===== src/dcache_settings.svh =====
// Size settings for the data cache hit stage.
// Include this header wherever a width or cycle count is needed.
// The types built from these sizes live in the two packages.

`ifndef DCACHE_SETTINGS_SVH
`define DCACHE_SETTINGS_SVH

`default_nettype none

// data word and physical address
`define DCACHE_XLEN 32
`define DCACHE_PLEN 32

// line, way and set geometry
`define DCACHE_LINE_BITS 128
`define DCACHE_WAYS 2
`define DCACHE_IDX_BITS 4

// settle time for tag/data memories after a fill
`define DCACHE_RECOVER_CYCLES 2

`default_nettype wire

`endif

===== src/dcache_addr_pkg.sv =====
// Address field types for the data cache.
// A physical address is read either flat or split into tag, set index,
// word offset and byte offset through the union below.

`include "dcache_settings.svh"

`default_nettype none

package dcache_addr_pkg;

  localparam int BYTE_OFFS_BITS = $clog2(`DCACHE_XLEN / 8);
  localparam int DAT_OFFS_BITS  = $clog2(`DCACHE_LINE_BITS / `DCACHE_XLEN);
  localparam int TAG_BITS       = `DCACHE_PLEN - `DCACHE_IDX_BITS - DAT_OFFS_BITS
                                  - BYTE_OFFS_BITS;

  typedef logic [BYTE_OFFS_BITS-1:0]   byte_offs_t;
  typedef logic [DAT_OFFS_BITS-1:0]    dat_offs_t;
  typedef logic [`DCACHE_IDX_BITS-1:0] idx_t;
  typedef logic [TAG_BITS-1:0]         tag_t;

  // msb to lsb, same order as the address bits
  typedef struct packed {
    tag_t       tag;
    idx_t       idx;
    dat_offs_t  dat_offs;
    byte_offs_t byte_offs;
  } dcache_adr_s;

  typedef union packed {
    logic [`DCACHE_PLEN-1:0] flat;
    dcache_adr_s             f;
  } dcache_adr_u;

  typedef logic [`DCACHE_LINE_BITS-1:0] line_t;

endpackage

`default_nettype wire


===== src/dcache_bus_pkg.sv =====
// Bundles exchanged between the hit stage, the core pipeline, the
// tag/data memories and the bus interface, plus the bus command encoding.

`include "dcache_settings.svh"

`default_nettype none

package dcache_bus_pkg;

  import dcache_addr_pkg::*;

  typedef logic [`DCACHE_XLEN-1:0]          word_t;
  typedef logic [`DCACHE_XLEN/8-1:0]        be_t;
  typedef logic [`DCACHE_LINE_BITS/8-1:0]   line_be_t;
  typedef logic [`DCACHE_WAYS-1:0]          ways_t;

  // commands to the bus interface
  typedef enum logic [1:0] {
    NOP      = 2'd0,
    READWAY  = 2'd1,
    WRITEWAY = 2'd2
  } biucmd_e;

  // request from the previous pipeline stage
  typedef struct packed {
    logic        req;
    logic        wreq;
    dcache_adr_u adr;
    be_t         be;
    word_t       d;
  } core_req_s;

  typedef struct packed {
    logic misaligned;
    logic access_fault;
    logic pagefault;
  } core_exc_s;

  // lookup result from tag and data memories
  typedef struct packed {
    logic  hit;
    ways_t ways_hit;
    line_t line;
    logic  way_dirty;
    ways_t fill_way;
  } mem_rsp_s;

  typedef struct packed {
    word_t                   q;
    logic                    ack;
    logic                    err;
    logic [`DCACHE_PLEN-1:0] adro;
  } biu_rsp_s;

  // be is already line aligned
  typedef struct packed {
    logic      we;
    idx_t      idx;
    dat_offs_t offs;
    word_t     data;
    line_be_t  be;
    ways_t     ways_hit;
  } wbuf_s;

  typedef struct packed {
    idx_t  idx;
    tag_t  tag;
    line_t line;
  } evict_in_s;

  typedef struct packed {
    dcache_adr_u adr;
    line_t       line;
  } evict_buf_s;

endpackage

`default_nettype wire


===== src/dcache_hit_stage.sv =====
// Top level of the data cache hit stage.
// Connects request checking, the miss FSM, the recover timer, the store
// buffers and the read data path.

`timescale 1ns/1ns

`default_nettype none

module dcache_hit_stage
  import dcache_addr_pkg::*, dcache_bus_pkg::*;
(
  input  logic       clk_i,
  input  logic       rst_ni,
  input  core_req_s  req_i,
  input  core_exc_s  exc_i,
  input  logic       flush_i,
  input  mem_rsp_s   mem_i,
  input  evict_in_s  evict_i,
  input  biu_rsp_s   biu_i,
  input  logic       biucmd_ack_i,
  input  logic       biucmd_busy_i,
  input  logic       writebuffer_ack_i,
  output logic       stall_o,
  output logic       latchmem_o,
  output biucmd_e    biucmd_o,
  output ways_t      fill_way_o,
  output logic       filling_o,
  output wbuf_s      wbuf_o,
  output evict_buf_s evict_o,
  output logic       ack_o,
  output word_t      q_o,
  output logic       err_o,
  output logic       misaligned_o,
  output logic       pagefault_o,
  output idx_t       idx_o,
  output tag_t       core_tag_o
);

  logic live;
  logic served;
  logic armed;
  logic recover_start;
  logic recover_last;

  // set index and tag for memory writes
  assign idx_o      = req_i.adr.f.idx;
  assign core_tag_o = req_i.adr.f.tag;

  dcache_req_check u_req_check (
    .clk_i(clk_i), .rst_ni(rst_ni), .req_i(req_i), .exc_i(exc_i), .flush_i(flush_i),
    .biu_err_i(biu_i.err), .live_o(live), .err_o(err_o), .misaligned_o(misaligned_o),
    .pagefault_o(pagefault_o)
  );

  dcache_miss_fsm u_miss_fsm (
    .clk_i(clk_i), .rst_ni(rst_ni), .live_i(live), .served_i(served),
    .way_dirty_i(mem_i.way_dirty), .fill_way_i(mem_i.fill_way),
    .biucmd_ack_i(biucmd_ack_i), .biucmd_busy_i(biucmd_busy_i), .biu_err_i(biu_i.err),
    .recover_last_i(recover_last), .recover_start_o(recover_start), .biucmd_o(biucmd_o),
    .armed_o(armed), .filling_o(filling_o), .fill_way_o(fill_way_o), .stall_o(stall_o),
    .latchmem_o(latchmem_o)
  );

  dcache_recover_timer u_recover_timer (
    .clk_i(clk_i), .rst_ni(rst_ni), .start_i(recover_start), .last_o(recover_last)
  );

  dcache_store_buffers u_store_buffers (
    .clk_i(clk_i), .rst_ni(rst_ni), .req_i(req_i), .live_i(live), .hit_i(mem_i.hit),
    .ways_hit_i(mem_i.ways_hit), .flush_i(flush_i), .writebuffer_ack_i(writebuffer_ack_i),
    .armed_i(armed), .evict_i(evict_i), .wbuf_o(wbuf_o), .evict_o(evict_o)
  );

  dcache_data_path u_data_path (
    .clk_i(clk_i), .rst_ni(rst_ni), .req_i(req_i), .live_i(live), .armed_i(armed),
    .filling_i(filling_o), .mem_i(mem_i), .biu_i(biu_i), .wbuf_i(wbuf_o),
    .served_o(served), .ack_o(ack_o), .q_o(q_o)
  );

endmodule

`default_nettype wire


===== src/dcache_data_path.sv =====
// Read data path of the hit stage.
// Merges a pending store over the cache line, selects the requested
// word, and answers either from the cache or from the fill data.

`timescale 1ns/1ns

`include "dcache_settings.svh"

`default_nettype none

module dcache_data_path
  import dcache_addr_pkg::*, dcache_bus_pkg::*;
(
  input  logic      clk_i,
  input  logic      rst_ni,
  input  core_req_s req_i,
  input  logic      live_i,
  input  logic      armed_i,
  input  logic      filling_i,
  input  mem_rsp_s  mem_i,
  input  biu_rsp_s  biu_i,
  input  wbuf_s     wbuf_i,
  output logic      served_o,
  output logic      ack_o,
  output word_t     q_o
);

  localparam int LINE_BYTES = `DCACHE_LINE_BITS / 8;
  localparam int WORDS      = `DCACHE_LINE_BITS / `DCACHE_XLEN;

  logic        bypass;
  line_t       wbuf_line;
  line_t       merged_line;
  word_t       cache_q;
  dcache_adr_u biu_adr;
  logic        biu_adr_match;

  // write buffer bypass, same set still pending
  assign bypass    = wbuf_i.we & (wbuf_i.idx == req_i.adr.f.idx);
  assign wbuf_line = {WORDS{wbuf_i.data}};

  always_comb begin
    for (int i = 0; i < LINE_BYTES; i++) begin
      merged_line[i*8 +: 8] = (bypass & wbuf_i.be[i]) ? wbuf_line[i*8 +: 8]
                                                      : mem_i.line[i*8 +: 8];
    end
  end

  assign cache_q = merged_line[req_i.adr.f.dat_offs * `DCACHE_XLEN +: `DCACHE_XLEN];

  // fill beat carries the requested word
  assign biu_adr       = biu_i.adro;
  assign biu_adr_match = (biu_adr.f.tag == req_i.adr.f.tag) &
                         (biu_adr.f.idx == req_i.adr.f.idx) &
                         (biu_adr.f.dat_offs == req_i.adr.f.dat_offs);

  always_comb begin
    if (armed_i) served_o = live_i & mem_i.hit;
    else if (filling_i) served_o = live_i & (mem_i.hit | (biu_i.ack & biu_adr_match));
    else served_o = 1'b0;
  end

  always_ff @(posedge clk_i or negedge rst_ni) begin
    if (!rst_ni) ack_o <= 1'b0;
    else ack_o <= served_o;
  end

  always_ff @(posedge clk_i) begin
    q_o <= (filling_i & ~mem_i.hit) ? biu_i.q : cache_q;
  end

endmodule

`default_nettype wire


===== src/dcache_store_buffers.sv =====
// Write buffer and evict buffer of the hit stage.
// A store hit is parked in the write buffer until the data memory takes
// it. The victim address and line are held so the memories can move on
// while a miss is served.

`timescale 1ns/1ns

`include "dcache_settings.svh"

`default_nettype none

module dcache_store_buffers
  import dcache_addr_pkg::*, dcache_bus_pkg::*;
(
  input  logic       clk_i,
  input  logic       rst_ni,
  input  core_req_s  req_i,
  input  logic       live_i,
  input  logic       hit_i,
  input  ways_t      ways_hit_i,
  input  logic       flush_i,
  input  logic       writebuffer_ack_i,
  input  logic       armed_i,
  input  evict_in_s  evict_i,
  output wbuf_s      wbuf_o,
  output evict_buf_s evict_o
);

  localparam int BE_PER_WORD = `DCACHE_XLEN / 8;

  logic        store_hit;
  logic        we_q;
  idx_t        idx_q;
  dat_offs_t   offs_q;
  word_t       data_q;
  line_be_t    be_q;
  ways_t       ways_hit_q;
  dcache_adr_u evict_adr_q;
  line_t       evict_line_q;

  assign store_hit = live_i & req_i.wreq & hit_i;

  ////////////////////
  // write buffer
  ////////////////////

  always_ff @(posedge clk_i or negedge rst_ni) begin
    if (!rst_ni) we_q <= 1'b0;
    else if (flush_i) we_q <= 1'b0;
    else if (store_hit) we_q <= 1'b1;
    else if (writebuffer_ack_i) we_q <= 1'b0;
  end

  always_ff @(posedge clk_i) begin
    if (store_hit) begin
      idx_q      <= req_i.adr.f.idx;
      offs_q     <= req_i.adr.f.dat_offs;
      data_q     <= req_i.d;
      // move word enables to their byte lanes in the line
      be_q       <= line_be_t'(req_i.be) << (req_i.adr.f.dat_offs * BE_PER_WORD);
      ways_hit_q <= ways_hit_i;
    end
  end

  assign wbuf_o = '{we: we_q, idx: idx_q, offs: offs_q, data: data_q,
                    be: be_q, ways_hit: ways_hit_q};

  ////////////////////
  // evict buffer
  ////////////////////

  always_ff @(posedge clk_i) begin
    if (armed_i) begin
      evict_adr_q.f <= '{tag: evict_i.tag, idx: evict_i.idx, dat_offs: '0, byte_offs: '0};
      evict_line_q  <= evict_i.line;
    end
  end

  assign evict_o = '{adr: evict_adr_q, line: evict_line_q};

endmodule

`default_nettype wire


===== src/dcache_recover_timer.sv =====
// Recover cycle counter for the hit stage.
// Started on the first recover cycle; flags the last one so the
// number of recover cycles is set in one place.

`timescale 1ns/1ns

`include "dcache_settings.svh"

`default_nettype none

module dcache_recover_timer (
  input  logic clk_i,
  input  logic rst_ni,
  input  logic start_i,
  output logic last_o
);

  localparam int CNT_W = $clog2(`DCACHE_RECOVER_CYCLES + 1);

  logic [CNT_W-1:0] cnt_q;
  logic [CNT_W-1:0] remaining;

  // cycles left, including the current one
  assign remaining = start_i ? CNT_W'(`DCACHE_RECOVER_CYCLES) : cnt_q;
  assign last_o    = (remaining == CNT_W'(1));

  always_ff @(posedge clk_i or negedge rst_ni) begin
    if (!rst_ni) cnt_q <= '0;
    else if (remaining != '0) cnt_q <= remaining - CNT_W'(1);
  end

endmodule

`default_nettype wire


===== src/dcache_miss_fsm.sv =====
// Miss and fill control for the hit stage.
// Issues the way-read and way-write bus commands, tracks the fill, and
// drives stall and memory latch enables for the pipeline.

`timescale 1ns/1ns

`default_nettype none

module dcache_miss_fsm
  import dcache_bus_pkg::*;
(
  input  logic    clk_i,
  input  logic    rst_ni,
  input  logic    live_i,
  input  logic    served_i,
  input  logic    way_dirty_i,
  input  ways_t   fill_way_i,
  input  logic    biucmd_ack_i,
  input  logic    biucmd_busy_i,
  input  logic    biu_err_i,
  input  logic    recover_last_i,
  output logic    recover_start_o,
  output biucmd_e biucmd_o,
  output logic    armed_o,
  output logic    filling_o,
  output ways_t   fill_way_o,
  output logic    stall_o,
  output logic    latchmem_o
);

  typedef enum logic [1:0] {
    ARMED,
    READ,
    EVICT,
    RECOVER
  } state_e;

  state_e  state_q;
  state_e  state_d;
  biucmd_e biucmd_d;
  logic    miss;
  logic    fill_done;

  // new miss only when the bus interface can take it
  assign miss      = live_i & ~served_i & ~biucmd_busy_i;
  assign fill_done = biucmd_ack_i | biu_err_i;

  ////////////////////
  // next state
  ////////////////////

  always_comb begin
    state_d  = state_q;
    biucmd_d = NOP;
    unique case (state_q)
      ARMED: begin
        if (miss) begin
          // new line is read first, the dirty victim written after
          state_d  = way_dirty_i ? EVICT : READ;
          biucmd_d = READWAY;
        end
      end
      READ: begin
        if (fill_done) state_d = RECOVER;
      end
      EVICT: begin
        if (fill_done) begin
          state_d  = RECOVER;
          biucmd_d = WRITEWAY;
        end
      end
      RECOVER: begin
        if (recover_last_i) state_d = ARMED;
      end
      default: state_d = ARMED;
    endcase
  end

  always_ff @(posedge clk_i or negedge rst_ni) begin
    if (!rst_ni) begin
      state_q         <= ARMED;
      biucmd_o        <= NOP;
      armed_o         <= 1'b1;
      filling_o       <= 1'b0;
      recover_start_o <= 1'b0;
    end else begin
      state_q         <= state_d;
      biucmd_o        <= biucmd_d;
      armed_o         <= (state_d == ARMED);
      filling_o       <= (state_d == READ) | (state_d == EVICT);
      // high on the first recover cycle only
      recover_start_o <= (state_d == RECOVER) & (state_q != RECOVER);
    end
  end

  // fill into the same way the victim came from
  always_ff @(posedge clk_i) begin
    if (state_q == ARMED && miss) fill_way_o <= fill_way_i;
  end

  ////////////////////
  // stall and latch
  ////////////////////

  always_comb begin
    if (state_q == RECOVER) begin
      stall_o    = 1'b1;
      // memories are read again on the final recover cycle
      latchmem_o = recover_last_i;
    end else begin
      stall_o    = live_i & ~served_i;
      latchmem_o = ~stall_o;
    end
  end

endmodule

`default_nettype wire


===== src/dcache_req_check.sv =====
// Request qualification for the hit stage.
// Decides whether the incoming request is live and registers the
// exception flags for the downstream stage.

`timescale 1ns/1ns

`default_nettype none

module dcache_req_check
  import dcache_bus_pkg::*;
(
  input  logic      clk_i,
  input  logic      rst_ni,
  input  core_req_s req_i,
  input  core_exc_s exc_i,
  input  logic      flush_i,
  input  logic      biu_err_i,
  output logic      live_o,
  output logic      err_o,
  output logic      misaligned_o,
  output logic      pagefault_o
);

  logic any_exc;

  assign any_exc = exc_i.misaligned | exc_i.access_fault | exc_i.pagefault;

  // no exception and pipe not flushed
  assign live_o = req_i.req & ~any_exc & ~flush_i;

  ////////////////////
  // exception outputs
  ////////////////////

  always_ff @(posedge clk_i or negedge rst_ni) begin
    if (!rst_ni) begin
      err_o        <= 1'b0;
      misaligned_o <= 1'b0;
      pagefault_o  <= 1'b0;
    end else begin
      err_o        <= biu_err_i | (req_i.req & exc_i.access_fault);
      misaligned_o <= req_i.req & exc_i.misaligned;
      pagefault_o  <= exc_i.pagefault;
    end
  end

endmodule

`default_nettype wire


===== config.mk =====
export PLATFORM = sky130hd
export DESIGN_NAME = dcache_hit_stage
export DESIGN_NICKNAME = d
export VERILOG_FILES = /design/src/dcache_addr_pkg.sv /design/src/dcache_bus_pkg.sv /design/src/dcache_hit_stage.sv /design/src/dcache_data_path.sv /design/src/dcache_store_buffers.sv /design/src/dcache_recover_timer.sv /design/src/dcache_miss_fsm.sv /design/src/dcache_req_check.sv
export VERILOG_INCLUDE_DIRS = /design/src /design/src/src
export SDC_FILE = /design/constraint.sdc
export NUM_CORES = 1
export LEC_CHECK = 0
export BUFFER_PORTS_ARGS = -buffer_cell sky130_fd_sc_hd__buf_2
export CORE_AREA = 4 4 282 284
export CTS_CLUSTER_DIAMETER = 100
export DETAILED_ROUTE_END_ITERATION = 6
export DIE_AREA = 0 0 286 288
export HOLD_SLACK_MARGIN = 0.1
export PLACE_DENSITY = 0.33
export REMOVE_ABC_BUFFERS = 1
export SLEW_MARGIN = 20
export SYNTH_ARGS = -nofsm -noshare
export SYNTH_HDL_FRONTEND = slang
export SYNTH_HIERARCHICAL = 1
export SYNTH_SLANG_ARGS = --single-unit

===== constraint.sdc =====
create_clock -name clk_i -period 4.1 [get_ports clk_i]
set_clock_uncertainty 0.1 [all_clocks]
set_input_delay 0.615 -clock clk_i [delete_from_list [all_inputs] [get_ports clk_i]]
set_output_delay 0.615 -clock clk_i [all_outputs]
set_load 0.02 [all_outputs]

### Yosys cells after proc, flatten, opt, wreduce, memory -nomap -nowiden

Cells that the tools add are included.

| storage, ports and cells | value |
|---|---|
| word-level logic and storage cells | 118 |
| output and inout bits | 288 |
| flip-flop bits (word level) | 260 |

| operators by class | value |
|---|---|
| bitwise gates (word level) | 44 |
| add/sub/neg operators | 1 |
| mux-type cells | 33 |
| equality and inequality tests | 12 |
| reduce and logical (&&, ||, !) cells | 6 |
| shift operators | 2 |

Operators by type and width:

| operator | number |
|---|---|
| 2-to-1 mux 8 bit | 16 |
| indexed part select 128 x 8 -> 32 bit | 1 |
| AND 1 bit | 32 |
| 2-to-1 mux 32 bit | 1 |
| == test 24 bit | 1 |
| << shifter 4 x 4 -> 16 bit | 1 |
| 2-to-1 mux 2 bit | 6 |
| == test 2 bit, second input constant | 4 |
| == test 4 bit | 2 |
| 2-to-1 mux 1 bit | 8 |
| == test 2 x 1 -> 1 bit, second input constant | 3 |
| NOT 1 bit | 6 |
| bitwise OR 1 bit | 6 |
| case mux 2 bit (3 select lines) | 1 |
| zero test 2 bit | 2 |
| case mux 2 bit (2 select lines) | 1 |
| nonzero test 3 bit | 1 |
| == test 2 bit | 1 |
| != test 2 bit, second input constant | 1 |
| nonzero test 2 bit | 1 |
| OR reduction 2 bit | 1 |
| subtractor 2 x 1 -> 2 bit, second input constant | 1 |
| logical AND 1 bit | 1 |

### Longest topological paths before layout

| logic depth | value |
|---|---|
| word-level depth | 15 |
| depth in mapped cells | 12 |
| mapped depth without buffers | 9 |

### Hierarchy

The synthesis kept the hierarchy.

Modules (own cells, without submodules):

| module | instances | cells an instance | area an instance (sq um) |
|---|---|---|---|
| dcache_store_buffers | 1 | 242 | 6,588.8 |
| dcache_data_path | 1 | 557 | 4,194.0 |
| dcache_miss_fsm | 1 | 38 | 470.5 |
| dcache_hit_stage | 1 | 28 | 210.2 |
| dcache_recover_timer | 1 | 9 | 118.9 |
| dcache_req_check | 1 | 7 | 102.6 |

### Worst setup path before layout

No wires, ideal clock.

| timing | value |
|---|---|
| path kind | register to output |
| start point | reg u_miss_fsm.armed_o |
| end point | out latchmem_o |
| path buffers | 0 |
| cell stages (with the launch flop) | 8 |
| data arrival time | 3.147 ns |
| path slack | 0.238 ns |
| cell sequence | dfstp_2 -> nand3b_1 -> nor4_1 -> a31oi_1 -> nor2_1 -> nand2b_1 -> nor2_1 -> nor2_1 |

| on the way | value |
|---|---|
| cells in the longest elaborated chain, start to end | 5 |

RTL lines:

| what | line | source |
|---|---|---|
| from (decl) | dcache_miss_fsm.sv:24 | `output logic armed_o,` |
| from (signal assigned) | dcache_miss_fsm.sv:89 | `armed_o <= (state_d == ARMED);` |
| 2-to-1 mux 1 bit | dcache_data_path.sv:58 | `if (armed_i) served_o = live_i & mem_i.hit;` |
| via served | dcache_hit_stage.sv:40 | `logic served;` |
| NOT 1 bit | dcache_miss_fsm.sv:111 | `stall_o = live_i & ~served_i;` |
| AND 1 bit | dcache_miss_fsm.sv:111 |  |
| NOT 1 bit | dcache_miss_fsm.sv:112 | `latchmem_o = ~stall_o;` |
| 2-to-1 mux 1 bit | dcache_miss_fsm.sv:106 | `if (state_q == RECOVER) begin` |
| to (decl) | dcache_hit_stage.sv:24 | `output logic latchmem_o,` |

The timed path passes the listed nets, and every way through them passes these cells.

### Worst setup path after layout

| timing | value |
|---|---|
| start point | in exc_i[0] (netlist bit) |
| end point | out latchmem_o |

| on the way | value |
|---|---|
| cells in the longest elaborated chain, start to end | 11 |

RTL lines:

| what | line | source |
|---|---|---|
| from (decl) | dcache_hit_stage.sv:15 | `input core_exc_s exc_i,` |
| bitwise OR 1 bit * | dcache_req_check.sv:26 | `assign any_exc = exc_i.misaligned \| exc_i.access_fault \| exc_i.pagefault;` |
| NOT 1 bit * | dcache_req_check.sv:29 | `assign live_o = req_i.req & ~any_exc & ~flush_i;` |
| AND 1 bit * (2 in a row) | dcache_req_check.sv:29 |  |
| via live | dcache_hit_stage.sv:39 | `logic live;` |
| AND 1 bit | dcache_data_path.sv:59 | `else if (filling_i) served_o = live_i & (mem_i.hit \| (biu_i.ack & biu_adr_match));` |
| 2-to-1 mux 1 bit | dcache_data_path.sv:59 |  |
| 2-to-1 mux 1 bit * | dcache_data_path.sv:58 |  |
| via served | dcache_hit_stage.sv:40 |  |
| NOT 1 bit * | dcache_miss_fsm.sv:111 |  |
| AND 1 bit * | dcache_miss_fsm.sv:111 |  |
| NOT 1 bit * | dcache_miss_fsm.sv:112 |  |
| 2-to-1 mux 1 bit * | dcache_miss_fsm.sv:106 |  |

Mark *: on every way through the listed nets, which the timed path passes. The rest lies on a longest branch.

==> results_dict.tcl <==
set metrics [dict create \
    dpl_cell_area_um2 16200 \
    setup_slack_ns 0.860 \
    nets 2013 \
    fin_util_pct 22.8 \
    clk_pin_slew_worst_paths_ns 0.06 \
    status "finished, final reports clean" \
    power.density_nw_per_um2 527 \
    ys_ff_latch 260 \
    worst_pin_slew_ns 1.16 \
    synth_top_area_share_pct 55.0 \
    cts_buffer_depth 3 \
    routedWlPerCell_um 23.1 \
    grt_max_degree 156 \
    ff2ff_path_depth 7 \
    drive_gt1_share_pct 52.2 \
    p_leak_nw 7.12 \
    cts_setup_buffers 0 \
    hold_path_class "input port to flip-flop" \
    syn_area_per_cell_um2 13.3 \
    hold_ws_ns 0.147 \
    post-synth-top-count-cell "edfxtp_1" \
    min_path_cells 1 \
    hp-start "evict_i[3]" \
    dr.pass1.iters 5 \
    async_flop_share_pct 5.38 \
    track_usage_pct 13.9 \
    finalNonFillerCells 2648 \
    drt_iter0_drc 563 \
    fin_crit_sh_pct 79.0 \
    area_delta_synth_final_pct 50.2 \
    timing.fmax_ghz 0.309 \
    holdPathEnd "u_store_buffers/evict_line_q[3]" \
    ant_nets 0 \
    io_buffers 714 \
    synthFlopType "edfxtp_1" \
    ios 723 \
    rows 102 \
    fin_crit_ns 3.24 \
    tritoncts "yes" \
    tns_ns 0 \
    initial_utilization_pct 15.2 \
    crit_arrival_ns 2.53 \
    register_area_um2 7420 \
    relSlewSlack_pct 22.9 \
    clockRootBuffer "clkbuf_16" \
    synth.area.top_cells "edfxtp_1 55%, dfxtp_1 5.5%, o211ai_1 3.5%" \
    finalSetupViolCount 0 \
    grt_antenna_before_repair 24 \
    critPathSlowestCell "dlygate4sd3_1" \
    multi_input_area_um2 3630 \
    crit_fanout 3 \
    cts.sinks 260 \
    synth.largest_area_cell "edfxtp_1" \
    vias 10800 \
    nFillCells 8477 \
    grt_pass1_vias 11600 \
    die_area_um2 82400 \
    worst_setup_path_end_kind "primary output" \
    dp_slack_ns 0.817 \
    grt.overflow.total 0 \
    cp_common_cell "nor2_1" \
    cp_data_required_time_ns 3.38 \
    placed_cells 2560 \
    cp_cell_sequence "dlygate4sd3_1, buf_2, nor4_1, and2_1, o21ai_0, nor2_1, nand2b_1, nor2_1, nor2_1, buf_2" \
    ys_types 62 \
    slowest_delay_ns 0.57 \
    htreeDepth 2 \
    crit_type "input port to primary output" \
    drc 0 \
    yosys-top-cells-count "214 x edfxtp_1, 55 x o211ai_1, 52 x nand2_1, 42 x nor2_1, 34 x buf_4" \
    wl_um 61200 \
    ir_drop_uv 338 \
    avgViaCountPerCell 4.07 \
    synth_area_um2 11700 \
    die_height_um 288 \
    grt_pass1_wl_um 84200 \
    place.gp.congestion 0.826 \
    clk_latency_ns 0.55 \
    r2r-start "u_store_buffers/idx_q[2]" \
    numCtsBuffers 37 \
    dieWidth_um 286 \
    yosysSeqAreaShare_pct 63.5 \
    syn_inst 881 \
    synth-edff-count 214 \
    r2r_slack_ns 1.29 \
    yosys_warnings 6 \
    start_kind "input port" \
    hold_viol 0 \
    r2r_end "u_data_path/q_o[5]" \
    maxCapViolCount 0 \
    hpwlAfterDp_um 48000 \
    final_area_um2 17500 \
    core_area_um2 77100 \
    maxSlewViolCount 0 \
    rsz0062_at_grt "no" \
    power_mw 9.24 \
]
==> worst max-delay path: cells and delay by family <==
family | cells | cell delay (ns)
buf+inv | 3 | 0.91
simple gates | 6 | 0.89
compound gates | 1 | 0.10
==> flip-flops by register name (all words and copies together) (netlist names), 2 cells and up <==
signal and flops:
u_store_buffers/evict_line_q 128, u_data_path/q_o 32, u_store_buffers/data_q 32, u_store_buffers/evict_adr_q 28, u_store_buffers/be_q 16, u_store_buffers/idx_q 4, u_miss_fsm/biucmd_o 2, u_miss_fsm/fill_way_o 2
u_miss_fsm/state_q 2, u_recover_timer/cnt_q 2, u_store_buffers/offs_q 2, u_store_buffers/ways_hit_q 2
==> kinds of logic (layout without fill, tap and decap cells) <==
logic type      after synthesis  after routing  synth area share, %
mux                          32             32                 2.82
compound gates              227            227                 15.4
other cells                   1             12               0.0321
flops                       260            260                 63.5
simple gates                195            195                 9.38
fa+ha+maj                     5              5                0.535
xor+xnor                     34             34                 2.61
buf+inv                     127            843                 5.74
==> per-layer routing <==
layer,global-route usage (%),vias up,share of wire [%]
met5,0,-,0.20
met3,5.54,115,9.5
met1,14.9,5235,36
met4,4.04,18,3.0
li1,-,4833,-
met2,25.4,571,51
==> report_power, final <==
part	leakage, nW	switching [mW]	internal, mW
Combinational	4.16	1.65	0.788
Clock	0.552	1.28	1.84
Sequential	2.41	0.165	3.52
==> worst max path at each step <==
stage                       start         end  slack, ns  cells past startpoint
6_report                 exc_i[0]  latchmem_o       0.86                     10
5_1_grt                  exc_i[0]  latchmem_o       0.55                     10
4_1_cts                  exc_i[0]  latchmem_o       0.72                     10
3_5_place_dp            req_i[38]  latchmem_o       0.82                     10
3_3_place_gp            req_i[38]  latchmem_o       0.83                     10
2_1_floorplan  u_miss_fsm/armed_o  latchmem_o       0.24                      7
==> cell type report <==
cell class	instances	area share [%]
clock inverters	14	0.806
diodes	8	0.114
flip-flops and latches	260	42.3
well taps	1040	7.42
multi-input cells	497	20.7
repair buffers	746	22.3
clock buffers	52	5.72
inverters	31	0.684
==> cells in the final DEF, fill, tap and decap left out, drive strengths merged, types with 5 or more instances in the layout <==
cell	count
a21o	5
a21oi	7
a311oi	28
a31o	19
a31oi	26
a41oi	26
and2	15
and3	11
buf	732
clkbuf	52
clkinv	9
dfrtp	13
dfxtp	32
diode	8
dlygate4sd3	14
edfxtp	214
ha	5
inv	32
mux2	7
mux2i	25
nand2	52
nand2b	7
nand4	26
nand4b	12
nor2	44
nor2b	6
o211a	8
o211ai	55
o21ai	12
o31a	23
or3	5
xnor2	28
xor2	6
==> what timing repair did <==
action | in CTS | in global routing
resized for setup | 0 | 0
endpoints found under the hold margin | 26 | 0
hold buffers | 14 | 0
setup endpoints to repair | 0 | 0
Power figures use the tool's default switching activity.
